`config.mk`:
```
export PLATFORM = sky130hd
export DESIGN_NAME = restoring_divider
export DESIGN_NICKNAME = d
export VERILOG_FILES = /design/src/div_ctrl_pkg.sv /design/src/div_types_pkg.sv /design/src/div_ctrl.sv /design/src/quotient_shifter.sv /design/src/remainder_unit.sv /design/src/restoring_divider.sv
export SDC_FILE = /design/constraint.sdc
export NUM_CORES = 1
export LEC_CHECK = 0
export BUFFER_PORTS_ARGS = -buffer_cell sky130_fd_sc_hd__buf_2
export CAP_MARGIN = 30
export CORE_UTILIZATION = 40
export DETAILED_ROUTE_END_ITERATION = 12
export GPL_TIMING_DRIVEN = 0
export PLACE_DENSITY_LB_ADDON = 0.12
export SLEW_MARGIN = 25
export SYNTH_ARGS = -nofsm -noshare
export SYNTH_HDL_FRONTEND = slang
export SYNTH_SLANG_ARGS = --single-unit
```
`constraint.sdc`:
```
create_clock -name clk -period 3.4 [get_ports clk]
set_clock_uncertainty 0.15 [all_clocks]
set_input_delay 0.68 -clock clk [delete_from_list [all_inputs] [get_ports clk]]
set_output_delay 0.68 -clock clk [all_outputs]
set_load 0.02 [all_outputs]
```
`src/div_ctrl_pkg.sv`:
```
package div_ctrl_pkg;

    // controller states
    typedef enum logic [1:0] {
        IDLE = 2'b00, // waiting for a request
        BUSY = 2'b01, // iterating
        DONE = 2'b10  // result held for the consumer
    } div_state_t;

    // datapath strobes, never both high
    typedef struct packed {
        logic load; // capture operands
        logic step; // one restoring iteration
    } dp_ctrl_t;

endpackage

```
`src/div_types_pkg.sv`:
```
package div_types_pkg;

    // number of quotient bits, one per iteration
    parameter int DIV_STEPS = 32;

    // dividend, divisor, quotient, remainder
    typedef logic [31:0] operand_t;

    // partial remainder with guard bit for the sign of the trial
    typedef logic [32:0] partial_t;

    // counts 0 .. DIV_STEPS-1
    typedef logic [5:0] step_count_t;

    typedef struct packed {
        operand_t dividend;
        operand_t divisor;
    } div_req_t;

    typedef struct packed {
        operand_t quotient;
        operand_t remainder;
    } div_resp_t;

endpackage

```
`src/div_ctrl.sv`:
```
module div_ctrl (
    input  logic                   clk,
    input  logic                   rst,
    input  logic                   src_valid,
    input  logic                   dest_ready,
    output logic                   src_ready,
    output logic                   dest_valid,
    output div_ctrl_pkg::dp_ctrl_t ctrl
);

    div_ctrl_pkg::div_state_t   current_state;
    div_ctrl_pkg::div_state_t   next_state;
    div_types_pkg::step_count_t step_count;
    logic                       last_step;

    // final iteration of the current division
    assign last_step = (step_count ==
                        div_types_pkg::step_count_t'(div_types_pkg::DIV_STEPS - 1));

    always_ff @(posedge clk or negedge rst) begin
        if (!rst) begin
            current_state <= div_ctrl_pkg::IDLE;
        end else begin
            current_state <= next_state;
        end
    end

    always_ff @(posedge clk or negedge rst) begin
        if (!rst) begin
            step_count <= '0;
        end else if (ctrl.load) begin
            step_count <= '0; // fresh division
        end else if (ctrl.step) begin
            step_count <= step_count + div_types_pkg::step_count_t'(1);
        end
    end

    always_comb begin
        next_state = current_state;
        case (current_state)
            div_ctrl_pkg::IDLE: begin
                if (src_valid) begin
                    next_state = div_ctrl_pkg::BUSY;
                end
            end
            div_ctrl_pkg::BUSY: begin
                if (last_step) begin
                    next_state = div_ctrl_pkg::DONE;
                end
            end
            div_ctrl_pkg::DONE: begin
                if (dest_ready) begin
                    next_state = div_ctrl_pkg::IDLE; // result taken
                end
            end
            default: begin
                next_state = div_ctrl_pkg::IDLE;
            end
        endcase
    end

    // outputs depend on state and handshake inputs only
    always_comb begin
        src_ready  = 1'b0;
        dest_valid = 1'b0;
        ctrl       = '0;
        case (current_state)
            div_ctrl_pkg::IDLE: begin
                src_ready = 1'b1;
                ctrl.load = src_valid; // capture on the accepting edge
            end
            div_ctrl_pkg::BUSY: begin
                ctrl.step = 1'b1;
            end
            div_ctrl_pkg::DONE: begin
                dest_valid = 1'b1; // held through back-pressure
            end
            default: begin
                ctrl = '0;
            end
        endcase
    end

endmodule

```
`src/quotient_shifter.sv`:
```
module quotient_shifter (
    input  logic                    clk,
    input  logic                    rst,
    input  div_ctrl_pkg::dp_ctrl_t  ctrl,
    input  div_types_pkg::operand_t dividend,
    input  logic                    q_bit,
    output logic                    dividend_msb,
    output div_types_pkg::operand_t quotient
);

    localparam int OP_W = $bits(div_types_pkg::operand_t);

    // dividend bits leave at the top, quotient bits enter at the bottom
    div_types_pkg::operand_t shift_reg;

    always_ff @(posedge clk or negedge rst) begin
        if (!rst) begin
            shift_reg <= '0;
        end else if (ctrl.load) begin
            shift_reg <= dividend;
        end else if (ctrl.step) begin
            shift_reg <= {shift_reg[OP_W-2:0], q_bit};
        end
    end

    assign dividend_msb = shift_reg[OP_W-1];
    assign quotient     = shift_reg; // valid once all steps are done

endmodule

```
`src/remainder_unit.sv`:
```
module remainder_unit (
    input  logic                    clk,
    input  logic                    rst,
    input  div_ctrl_pkg::dp_ctrl_t  ctrl,
    input  div_types_pkg::operand_t divisor,
    input  logic                    dividend_msb,
    output logic                    q_bit,
    output div_types_pkg::operand_t remainder
);

    localparam int OP_W = $bits(div_types_pkg::operand_t);

    div_types_pkg::operand_t divisor_reg;
    div_types_pkg::partial_t partial_reg;
    div_types_pkg::partial_t shifted;
    div_types_pkg::partial_t trial;

    // next dividend bit enters at the bottom
    assign shifted = {partial_reg[OP_W-1:0], dividend_msb};

    // zero-extended divisor, guard bit gives the sign
    assign trial = shifted - div_types_pkg::partial_t'(divisor_reg);

    // 1 when the trial did not go negative
    assign q_bit = ~trial[OP_W];

    assign remainder = partial_reg[OP_W-1:0];

    always_ff @(posedge clk) begin
        if (ctrl.load) begin
            divisor_reg <= divisor;
        end
    end

    always_ff @(posedge clk or negedge rst) begin
        if (!rst) begin
            partial_reg <= '0;
        end else if (ctrl.load) begin
            partial_reg <= '0;
        end else if (ctrl.step) begin
            if (q_bit) begin
                partial_reg <= trial;
            end else begin
                partial_reg <= shifted; // restore
            end
        end
    end

endmodule

```
`src/restoring_divider.sv`:
```
module restoring_divider (
    input  logic                     clk,
    input  logic                     rst,
    input  logic                     src_valid,
    output logic                     src_ready,
    input  div_types_pkg::div_req_t  req,
    output logic                     dest_valid,
    input  logic                     dest_ready,
    output div_types_pkg::div_resp_t resp
);

    div_ctrl_pkg::dp_ctrl_t  ctrl;
    logic                    dividend_msb;
    logic                    q_bit;
    div_types_pkg::operand_t quotient;
    div_types_pkg::operand_t remainder;

    div_ctrl ctrl_i (
        .clk        (clk),
        .rst        (rst),
        .src_valid  (src_valid),
        .dest_ready (dest_ready),
        .src_ready  (src_ready),
        .dest_valid (dest_valid),
        .ctrl       (ctrl)
    );

    remainder_unit rem_i (
        .clk          (clk),
        .rst          (rst),
        .ctrl         (ctrl),
        .divisor      (req.divisor),
        .dividend_msb (dividend_msb),
        .q_bit        (q_bit),
        .remainder    (remainder)
    );

    quotient_shifter quo_i (
        .clk          (clk),
        .rst          (rst),
        .ctrl         (ctrl),
        .dividend     (req.dividend),
        .q_bit        (q_bit),
        .dividend_msb (dividend_msb),
        .quotient     (quotient)
    );

    // registers hold the result stable while in DONE
    assign resp.quotient  = quotient;
    assign resp.remainder = remainder;

endmodule

```
# Yosys cells after proc, flatten, opt, wreduce, memory -nomap -nowiden
# Index checks and enable logic that the tools add are counted.
# totals
ff_bits	104
input_bits	68
output_inout_bits	66
word_cells	32
# classes
add_sub_neg	2
n_eq_ne	6
muxes	15
bitwise_logic	1
n_reduce_logical	3
# op_table
op	n
two-way mux 32 bit	5
subtractor 33 x 32 -> 33 bit	1
two-way mux 6 bit	2
adder 6 x 1 -> 6 bit, second input constant	1
== test 6 x 5 -> 1 bit, second input constant	1
two-way mux 2 bit	3
case mux 2 bit (3 select lines)	1
two-way mux 1 bit	4
!= test 2 bit, second input constant	2
AND reduction 3 bit	1
== test 2 x 1 -> 1 bit, second input constant	1
== test 2 bit, second input constant	1
logical NOT 2 bit	1
!= test 2 x 1 -> 1 bit, second input constant	1
nonzero test 2 bit	1
NOT 1 bit	1

# Depth between registers and ports, before layout
# Gate-level depths: netlist (run 1).
# logic_depth
depth_word	4
depth_mapped	15
depth_no_buf	13

# Cells and area by module
# From an unflattened synthesis (run 1), not the netlist that was laid out.
# unflattened
cells_unflattened	698
area_unflattened_um2	6620.1
# by_module_without_submodules
mod	instances	cells_each	area_per_inst_um2	seq_area_each_um2
remainder_unit	1	518	4670.7	1761.7
quotient_shifter	1	140	1522.7	800.8
div_ctrl	1	40	426.7	200.2

# Least setup slack after synthesis (run 1)
# No wires, ideal clock.
# synth_timing
path_type	reg2reg
from	reg quo_i.shift_reg[31], in the netlist quo_i.quotient[31]
to	reg rem_i.partial_reg[0]
setup_ns	0.069
arrival_ns	2.906
required_ns	3.181
path_slack_ns	0.276
stages_incl_launch_ff	15
path_buffers	1
synth_period_minus_slack_ns	3.124
cell_sequence	dfrtp_1 inv_1 ha_1 inv_1 fa_1 a211oi_2 o21ai_2 o31a_2 o2111ai_2 a21o_1 o31ai_4 xnor2_1 buf_4 or3_1 nand3_1
# synth_via
elab_chain_cells	4
# synth_rtl
item	line	text
from (decl)	quotient_shifter.sv:14	div_types_pkg::operand_t shift_reg;
from (signal assigned)	quotient_shifter.sv:20	shift_reg <= dividend;
from (signal assigned)	quotient_shifter.sv:22	shift_reg <= {shift_reg[OP_W-2:0], q_bit};
subtractor 33 x 32 -> 33 bit	remainder_unit.sv:22	assign trial = shifted - div_types_pkg::partial_t'(divisor_reg);
two-way mux 32 bit *	remainder_unit.sv:41	if (q_bit) begin
two-way mux 32 bit *	remainder_unit.sv:40	end else if (ctrl.step) begin
two-way mux 32 bit *	remainder_unit.sv:38	end else if (ctrl.load) begin
to (signal assigned)	remainder_unit.sv:42	partial_reg <= trial;
to (signal assigned)	remainder_unit.sv:44	partial_reg <= shifted;
to (decl)	remainder_unit.sv:14	div_types_pkg::partial_t partial_reg;
# Mark *: on every way between the ends. The rest lies on a longest branch, timed or not. The select of a mux whose other input is x is not followed.
# A chain may end at the register's enable or synchronous reset.

# Worst setup path in the final report (run 1)
# layout_timing
from	reg quo_i.shift_reg[31], in the netlist quo_i.quotient[31]
to	reg rem_i.partial_reg[16]
# layout_via
elab_chain_cells	4
# layout_rtl
item	line
subtractor 33 x 32 -> 33 bit	remainder_unit.sv:22
two-way mux 32 bit	remainder_unit.sv:41
two-way mux 32 bit	remainder_unit.sv:40
two-way mux 32 bit	remainder_unit.sv:38
# Every way passes these cells. The select of a mux whose other input is x is not followed.

==> impl_results.md, run 1 <==
- Rel. slew slack: a little under three fifths
- Worst path required time: about 3500 ps
- Clock transition at path regs: approximately 80 ps
- Die height: about 120 um
- GP Congestion: just under 0.9
- Die X: around 120 um
- Remaining DRCs: 0
- NetSw: 3730 uW
- WHS: between 100 and 150 ps
- Seq pwr share: between 20 and 30%
- Run status: finished, final reports clean
- Total gr overflow: 0
- Final Hold Fails: 0
- H-tree depth: 3
- Critical Path Source Type: register
- Flop-to-flop setup slack: about 66 ps
- Initial Util: roughly 40%
- Syn avg cell area: 9.19 um2
- CP Class: reg -> reg
- Combinational Power Share: between 50% and 60%
- Maximum VDD drop: about 0.42 mV
- Final instance count without filler cells: 1007
- Initial antenna violation count: 0
- Peak Freq: between 200 and 300 MHz
- Post-synth top area share: ~30%
- LEAKAGE: 0.00355 uW
- Final setup viols: 0
- DR vias/cell: 5.45
- Routed len/inst: ~17 um
- # hold bufs at CTS: 0
- Cell taking the most area after synthesis: dfrtp_1
- DRT Pass-1 Iters: 8
- IO buf count: around 130
- Hpwl dp: 12.3 mm
- Critical-path cell list: inv_2 > ha_4 > inv_2 > fa_2 > a211oi_2 > o21ai_2 > o31a_2 > o2111ai_4 > a21o_1 > o31ai_4 > xnor2_2 > buf_6 > buf_4 > nand3_2 > o311ai_2
- Crit Path Max Fanout: 9
- Sw Share: between 40% and 50%
- Clock root cell: clkbuf_16
- MaxCap Viol Count: 0
- Vias in the first global route: between 5000 and 6000
- Synthesized cell area: 6010 um2
- Area of the core: roughly 15000 um2
- Min Tclk post-route: between 3000 and 4000 ps
- Vias after detailed routing: approximately 5500
- TritonCTS buffer count: 9
- Core Rows: 44
- Routed wire length: roughly 17 mm
- Slew Viols, Final: 0
- Synth Net Count: between 700 and 800
- Crit share post-route: between 90% and 100%
- Synth top area cells: dfrtp_1 (30%), edfxtp_1 (16%), nand3_1 (7.7%)
- Prevailing post-synth register cell: dfrtp_1
- Synth-to-Final Area Change: 25.3%
- DRT antenna net count: 0
- NumNets Final: around 900
- Clock network fraction of total power: between 10 and 15%
- Share of cells above drive strength 1: 24.2%
- Yosys Warn Count: 0
- Worst Hold Class: in -> async
- Sequential share of the synthesized area: between 40% and 50%
- Die area: roughly 16000 um2
- Max Root-Sink Buffers: 2
- Power Internal: about 4300 uW
- RSZ-0062 raised after global routing: true
- N_diodes: 0
- Setup crit end kind: register
- Placed Instances: 973
- Slowest CP cell: dfrtp_1
- Bufs and invs on worst path: 4
- Fin util: about half
- Crit path max-delay family: compound AO/OA/AOI/OAI gates
- Number of I/O pins: around 130
- Share of flip-flops with an asynchronous set or reset: a little under 70%
- Top cell by count, worst path: inv_2
- Seq cells post-synth: ~100
- Cell variety after synth: 58
- Number of flops mapped to enable cells by yosys: 32
- Gate Count Post-Synth: ~650
- Leading cell types in the layout, fill and taps excluded: buf_2 (133), nand2_1 (109), nand3_1 (91)
- Worst-skew pair later-pin latency: approximately 360 ps
- Starting DRT DRC Count: 460
- Largest net degree at the start of global routing: 41
- Most common cell after layout, fill and taps aside: buf_2
- Sink Count: 104
- Arrival @ worst endpoint: between 3000 and 4000 ps
- Tot GR Track Use: 22.0%
- CP max stage delay: 400 ps
- First-pass GRT wire length: 27.2 mm
- CTS tree: done
- Power Dens Cells: between 1000 and 1500 nW/um2
- Worst-margin pin slew: between 600 and 700 ps
## cell type report
| class | instances | area [um2] |
|---|---|---|
| sequential | 104 | 2760 |
| inverter | 44 | 165 |
| buffer | 34 | 181 |
| clock inverter | 6 | 58.8 |
| tap | 184 | 230 |
| multi-input combinational | 472 | 3000 |
| fill | 1376 | 7060 |
| timing repair buffer | 153 | 878 |
| clock buffer | 10 | 250 |
## power by group through the flow
stage | combinational, uW | clock [uW] | sequential, uW
6_report | 4710 | 1090 | 2210
3_5_place_dp | 4210 | 0 | 2220
2_1_floorplan | 2590 | 0 | 2570
5_1_grt | 5170 | 1170 | 2280
3_3_place_gp | 4130 | 0 | 2210
4_1_cts | 4460 | 1110 | 2200
## worst paths after layout
check,from,end,depth (start not counted)
max,quo_i.quotient[31]$_DFFE_PN0P_,rem_i.partial_reg[16]$_DFFE_PN0P_,15
min,rst,quo_i.quotient[22]$_DFFE_PN0P_,1
min reg2reg,ctrl_i.step_count[5]$_DFFE_PN0P_,ctrl_i.step_count[5]$_DFFE_PN0P_,1
max in group asynchronous,rst,rem_i.partial_reg[7]$_DFFE_PN0P_,2
min in group clk,req[14],rem_i.divisor_reg[14]$_DFFE_PP_,1
max reg2reg,quo_i.quotient[31]$_DFFE_PN0P_,rem_i.partial_reg[16]$_DFFE_PN0P_,15
## layer usage
metal  vias to the layer above  track usage (%)  share of wire, %
met5                         -                0                 0
met4                         0             5.10               1.4
met3                        15             5.03               5.9
met2                       171             36.0                47
met1                      2624             29.4                45
li1                       2680                -                 -
## worst register-to-register path, stage by stage, from the launching register on
cell,delay [ps]
dfrtp_1,400
inv_2,90
ha_4,130
inv_2,30
fa_2,360
a211oi_2,240
o21ai_2,80
o31a_2,340
o2111ai_4,270
a21o_1,230
o31ai_4,110
xnor2_2,240
buf_6,210
buf_4,160
nand3_2,80
o311ai_2,110
## kinds of logic (layout without fill, tap and decap cells)
group	count (synthesis)	after routing	synth area share (%)
muxes	2	2	0.354
buffers and inverters	78	247	5.23
adders and majority gates	34	34	7.21
and+or+nand+nor	251	251	18.7
xor gates and xnor gates	29	29	4.35
AOI/OAI and AO/OA	156	156	18.2
DFF	104	104	46.0
## cell usage after synthesis, types with 5 or more instances
| library cell | number |
|---|---|
| nand2_1 | 109 |
| o211ai_1 | 5 |
| inv_1 | 43 |
| nor2_1 | 22 |
| ha_1 | 33 |
| xnor2_1 | 21 |
| buf_4 | 5 |
| o31ai_1 | 8 |
| edfxtp_1 | 32 |
| a32oi_1 | 7 |
| a21o_1 | 8 |
| o21ai_0 | 24 |
| clkbuf_1 | 23 |
| xor2_1 | 7 |
| nand3_1 | 92 |
| a21oi_1 | 32 |
| dfrtp_1 | 72 |
| a211oi_1 | 6 |
| nand4_1 | 6 |
| nor3_1 | 7 |
| a22oi_1 | 31 |
## repair_timing
action | 4_1_cts | 5_1_grt
endpoints found under the setup margin | 33 | 33
gates cloned | 0 | 2
resized for setup | 11 | 10
pin swaps | 5 | 5
hold endpoints to repair | 0 | 0
setup buffers | 14 | 2
## per-stage QoR
step	TNS (ps)	power [uW]	setup slack (ps)	instance area [um2]
4_1_cts	-1.87	7780	-1.87	7420
2_1_floorplan	0	5150	276	6010
3_5_place_dp	-11240	6420	-480	6950
6_report	0	8010	66.2	7530
5_1_grt	-437	8620	-53.1	7530
3_3_place_gp	-14590	6350	-407	6900
No activity file was read; power rests on OpenSTA's default activity.
==> run 2, diff against run 1 <==
- CORE_UTILIZATION: 40 -> 55
==> run 2 against run 1 <==
Effect of this change: combinational power grew 4.2%; first-iteration DRC count shrank 0.22%; clock-buffer cell count grew 2; largest cell class unchanged.
==> impl_results.md, run 2 (synthesis gave the netlist of run 1 again) <==
- Run status: finished, final reports clean
- DRT met1 WL: between 7 and 8 mm
- Fin util: 70.9%
- First-pass GRT wire length: about 27 mm
- Final TNS setup: 0 ps
- Worst-skew pair later-pin latency: roughly 400 ps
- Maximum VDD drop: approximately 0.69 mV
- MaxCap Viol Count: 0
- Tot GR Track Use: between 30% and 40%
- Synth-to-Final Area Change: 23.5%
- Sink Count: 104
- Clock transition at path regs: 100 ps
- Remaining DRCs: 0
- Starting DRT DRC Count: around 460
- Die area: between 10000 and 15000 um2
- RSZ-0062 raised after global routing: true
- Critical Path Source Type: register
- Area of the core: between 10000 and 15000 um2
- DR vias/cell: 5.89
- DRT Pass-1 Iters: 5
- Max Root-Sink Buffers: 2
- Most common cell after layout, fill and taps aside: buf_2
- Peak Freq: roughly 300 MHz
- Vias in the first global route: between 5000 and 6000
- Hpwl dp: 12.0 mm
- Arrival @ worst endpoint: about 3400 ps
- Crit Path Max Fanout: 7
- Initial Util: between 50% and 60%
- Metal3 WL: around 1.4 mm
- Setup WS pre-CTS: -528 ps
- Setup crit end kind: register
- Power Dens Cells: about 1100 nW/um2
- Die X: 107 um
- Final setup viols: 0
- N_diodes: 0
- LEAKAGE: ~0.0035 uW
- CP Class: reg -> reg
- Worst path required time: between 3000 and 4000 ps
- CTS tree: done
- Worst Hold Class: in -> async
- Top Metal Used: met4
- GP Congestion: ~1.1
- Die height: 107 um
- NumNets Final: roughly 920
- Vias after detailed routing: 5662
- Slew Viols, Final: 0
- Met2 Wirelength: 8.07 mm
- Crit share post-route: ~97%
- Leading cell types in the layout, fill and taps excluded: buf_2 (133), nand2_1 (109), nand3_1 (90)
- Final setup margin: roughly 110 ps
- Share of cells above drive strength 1: between 20% and 30%
- TritonCTS buffer count: 9
- DRT antenna net count: 0
- Core Rows: 37
- Number of I/O pins: about 130
- Initial antenna violation count: 0
- Rel. slew slack: between 50 and 60%
- IO buf count: about 130
- Routed wire length: around 17 mm
- # hold bufs at CTS: 0
- H-tree depth: 3
- Min Tclk post-route: around 3300 ps
- Worst-margin pin slew: a little under 700 ps
- Largest net degree at the start of global routing: 53
- Routed len/inst: 17.8 um
- Clock root cell: clkbuf_8
- Total gr overflow: 0
- Final Hold Fails: 0
run 2: cell count changes in the layout (fill, tap and decap cells not counted), moves of 2 or more:
cell,delta
buf_16,+4
buf_4,+3
buf_6,-2
clkbuf_16,-11
clkbuf_8,+10
inv_4,+2
inv_6,-2
run 2: final cells by class:
type | instances | area [um2]
Fill cell | 872 | 3040
Sequential cell | 104 | 2760
Multi-Input combinational cell | 472 | 3020
Buffer | 33 | 166
Clock buffer | 12 | 166
Clock inverter | 4 | 32.5
Inverter | 44 | 165
Timing Repair Buffer | 156 | 941
Tap cell | 136 | 170
run 2: where the power goes:
group	total [uW]	switching, uW	internal [uW]
registers	2190	438	1760
logic	4910	2850	2060
clock network	800	459	340
run 2: metal layers:
metal	vias to the layer above	track usage [%]
met4	0	11.4
met2	262	51.1
met3	39	9.01
met1	2681	40.6
li1	2680	-
met5	-	0
run 2: worst max-delay path, cell delays in order, from the launching register on:
cell and delay [ps]:
dfrtp_1 410, inv_2 80, ha_4 130, inv_2 30
fa_2 350, a211oi_2 230, o21ai_2 100, o31a_2 340
o2111ai_4 260, a21o_1 230, o31ai_4 110, xnor2_2 180
buf_6 180, buf_8 140, o311ai_2 260
run 2: what timing repair did:
item                                   in CTS  in global routing
pin swaps                                  13                  9
setup endpoints to repair                  33                 33
endpoints found under the hold margin       0                  0
resized for setup                          21                  5
gates cloned                                2                  0
buffers inserted                           14                  5
run 2: path summary, 6_finish.rpt:
| path | from | endpoint | slack, ps | cells past startpoint |
|---|---|---|---|---|
| max | quo_i.quotient[31]$_DFFE_PN0P_ | rem_i.partial_reg[6]$_DFFE_PN0P_ | 110 | 14 |
| min | rst | rem_i.partial_reg[11]$_DFFE_PN0P_ | 20 | 1 |
| max reg2reg | quo_i.quotient[31]$_DFFE_PN0P_ | rem_i.partial_reg[6]$_DFFE_PN0P_ | 110 | 14 |
| min reg2reg | quo_i.quotient[9]$_DFFE_PN0P_ | quo_i.quotient[9]$_DFFE_PN0P_ | 360 | 2 |
| max in group asynchronous | rst | rem_i.partial_reg[3]$_DFFE_PN0P_ | 2520 | 2 |
| min in group clk | req[27] | rem_i.divisor_reg[27]$_DFFE_PP_ | 300 | 1 |
run 2: through the flow:
stage                     area [um2]  hold slack, ps  instances  power, uW
final                           7420            19.5        961       7900
after global routing            7420            15.4        961       8440
after floorplan                 6010             234        654       5150
after CTS                       7350            13.8        956       7720
after global placement          6840             321        923       6290
after detailed placement        6900             336        925       6410
==> run 3, diff against run 2 <==
- GPL_ROUTABILITY_DRIVEN: not set -> 0
- RECOVER_POWER: not set -> 50
==> run 3 against run 2 <==
Effect of this change: the flow now finishes with violations (max-capacitance violations, max-slew violations); combinational power decreased by 4%; via count up 1.5%; register-to-register slack got worse by 50 ps; worst hold slack gained 290 ps; largest cell class unchanged; power shrank 3.3%; maximum frequency decreased by 1.5%; flip-flop and latch count stayed put; global-route usage fell by 1.2 points; wire length fell by 3.6%; critical path depth is 1 higher; clock-buffer cell count down 2.
==> impl_results.md, run 3 (synthesis gave the netlist of run 1 again) <==
- Run status: finished, violations left
- Failing checks: max-capacitance violations, max-slew violations
- Max Root-Sink Buffers: 2
- Slew Viols, Final: 39
- Remaining DRCs: 0
- Sink of the worst hold path: rem_i.divisor_reg[8]$_DFFE_PP_
- Worst Hold Class: in -> reg
- Routed len/inst: roughly 17 um
- Initial Util: between 50% and 60%
- Critical Path Source Type: register
- Routed wire length: between 15 and 20 mm
- Setup crit end kind: register
- Final instance count without filler cells: around 960
- Tot GR Track Use: a little under a third
- DR vias/cell: around 6
- Reg-to-reg startpoint: quo_i.quotient[31]$_DFFE_PN0P_
- Worst-skew pair later-pin latency: between 300 and 400 ps
- Synth-to-Final Area Change: 21.2%
- IO buf count: 133
- FF-to-FF path depth: 15
- Crit Path Max Fanout: 7
- Final setup margin: between 60 and 70 ps
- LEAKAGE: 0.00338 uW
- Arrival @ worst endpoint: ~3500 ps
- CP Class: reg -> reg
- # hold bufs at CTS: 0
- CTS tree: done
- Die X: 107 um
- DRT antenna net count: 0
- Final setup viols: 0
- Crit share post-route: 98.2%
- Core Rows: 37
- Initial antenna violation count: 0
- Number of I/O pins: ~130
- Final Hold Fails: 0
- RSZ-0062 raised after global routing: true
- Largest net degree at the start of global routing: 39
- TritonCTS buffer count: 9
- Min Tclk post-route: roughly 3300 ps
- Clock transition at path regs: roughly 110 ps
- Placed Instances: roughly 900
- Starting DRT DRC Count: 400
- Power Dens Cells: approximately 1000 nW/um2
- Register area: around 2800 um2
- MaxCap Viol Count: 1
- Rel. slew slack: -33.9%
- NumNets Final: slightly above 900
- Worst Hold Depth: 1
- Flop-to-flop setup slack: around 62 ps
- Setup WS pre-CTS: -462 ps
- Total gr overflow: 0
- H-tree depth: 3
- DP Area: 6900 um2
- First-pass GRT wire length: approximately 27 mm
- Fillcell total: about 870
- Hold path start: req[8]
- Worst path required time: 3550 ps
- Die area: roughly 11000 um2
- N_diodes: 0
- Clock root cell: clkbuf_8
- Final instance area: 7280 um2
- Leading cell types in the layout, fill and taps excluded: nand2_1 (109), buf_2 (105), nand3_1 (90)
- Vias in the first global route: ~5500
- Vias after detailed routing: between 5000 and 6000
- Reg-to-reg endpoint: rem_i.partial_reg[5]$_DFFE_PN0P_
- Die height: 107 um
- Sink Count: ~100
- Most common cell after layout, fill and taps aside: nand2_1
- Peak Freq: around 300 MHz
- Footprint of the multi-input gates: about 3000 um2
- Maximum VDD drop: 0.691 mV
- Share of cells above drive strength 1: roughly a fifth
- Worst-margin pin slew: about 2000 ps
- Area of the core: between 10000 and 15000 um2
- Hpwl dp: 11.8 mm
- DRT Pass-1 Iters: 5
-- run 3: worst max path at each step --
stage	startpoint	endpoint	slack, ps	depth (start not counted)
after floorplan	quo_i.quotient[31]$_DFFE_PN0P_	rem_i.partial_reg[0]$_DFFE_PN0P_	280	14
after global placement	quo_i.quotient[31]$_DFFE_PN0P_	rem_i.partial_reg[30]$_DFFE_PN0P_	-410	14
after detailed placement	quo_i.quotient[31]$_DFFE_PN0P_	rem_i.partial_reg[30]$_DFFE_PN0P_	-460	14
after CTS	quo_i.quotient[31]$_DFFE_PN0P_	rem_i.partial_reg[16]$_DFFE_PN0P_	2	15
after global routing	quo_i.quotient[31]$_DFFE_PN0P_	rem_i.partial_reg[5]$_DFFE_PN0P_	-30	15
final	quo_i.quotient[31]$_DFFE_PN0P_	rem_i.partial_reg[5]$_DFFE_PN0P_	60	15
-- run 3: cell type report --
| cell class | count | share of cell area [%] |
|---|---|---|
| repair buffers | 149 | 11.1 |
| well taps | 136 | 2.34 |
| inverters | 44 | 2.27 |
| multi-input cells | 472 | 41.5 |
| clock buffers | 10 | 1.75 |
| plain buffers | 34 | 2.49 |
| flip-flops and latches | 104 | 37.9 |
| clock inverters | 6 | 0.601 |
-- run 3: power by group --
part / leakage (uW) / total, uW / switching (uW) / internal [uW]
combinational: 0.00212 / 4720 / 2790 / 1930
clock: 0.0000870 / 716 / 445 / 271
sequential: 0.00117 / 2200 / 444 / 1760
total: 0.00338 / 7640 / 3680 / 3960
-- run 3: timing repair --
item / CTS / global route
gates cloned: 2 / 0
setup endpoints to repair: 33 / 33
buffers inserted: 10 / 2
gates resized for setup: 20 / 8
pin swaps: 16 / 4
-- run 3: stage by stage --
step	util (%)	total power, uW	setup TNS, ps	hold WS [ps]
3_5_place_dp	65.9	6390	-9650	335
5_1_grt	69.6	8170	-44.6	289
6_report	69.6	7640	0	305
3_3_place_gp	65.4	6240	-11090	322
2_1_floorplan	-	5150	0	234
4_1_cts	69.7	7570	0	107
-- run 3: worst max-delay path, stage by stage, from the launching register on --
cell and delay (ps):
dfrtp_1 410, inv_2 80, ha_4 130, inv_1 50, fa_2 380, a211oi_2 250, o21ai_2 90, o31a_2 340
o2111ai_4 250, a21o_1 230, o31ai_4 120, xnor2_2 200, buf_6 210, buf_6 160, nand3_1 100, o311ai_2 110
-- run 3: metal layers --
layer / GRT usage, % / vias up / routed length (um)
li1: - / 2673 / -
met1: 38.4 / 2765 / 6650
met2: 50.7 / 269 / 7990
met3: 6.74 / 39 / 1380
met4: 12.1 / 0 / 422
met5: 0 / - / 0
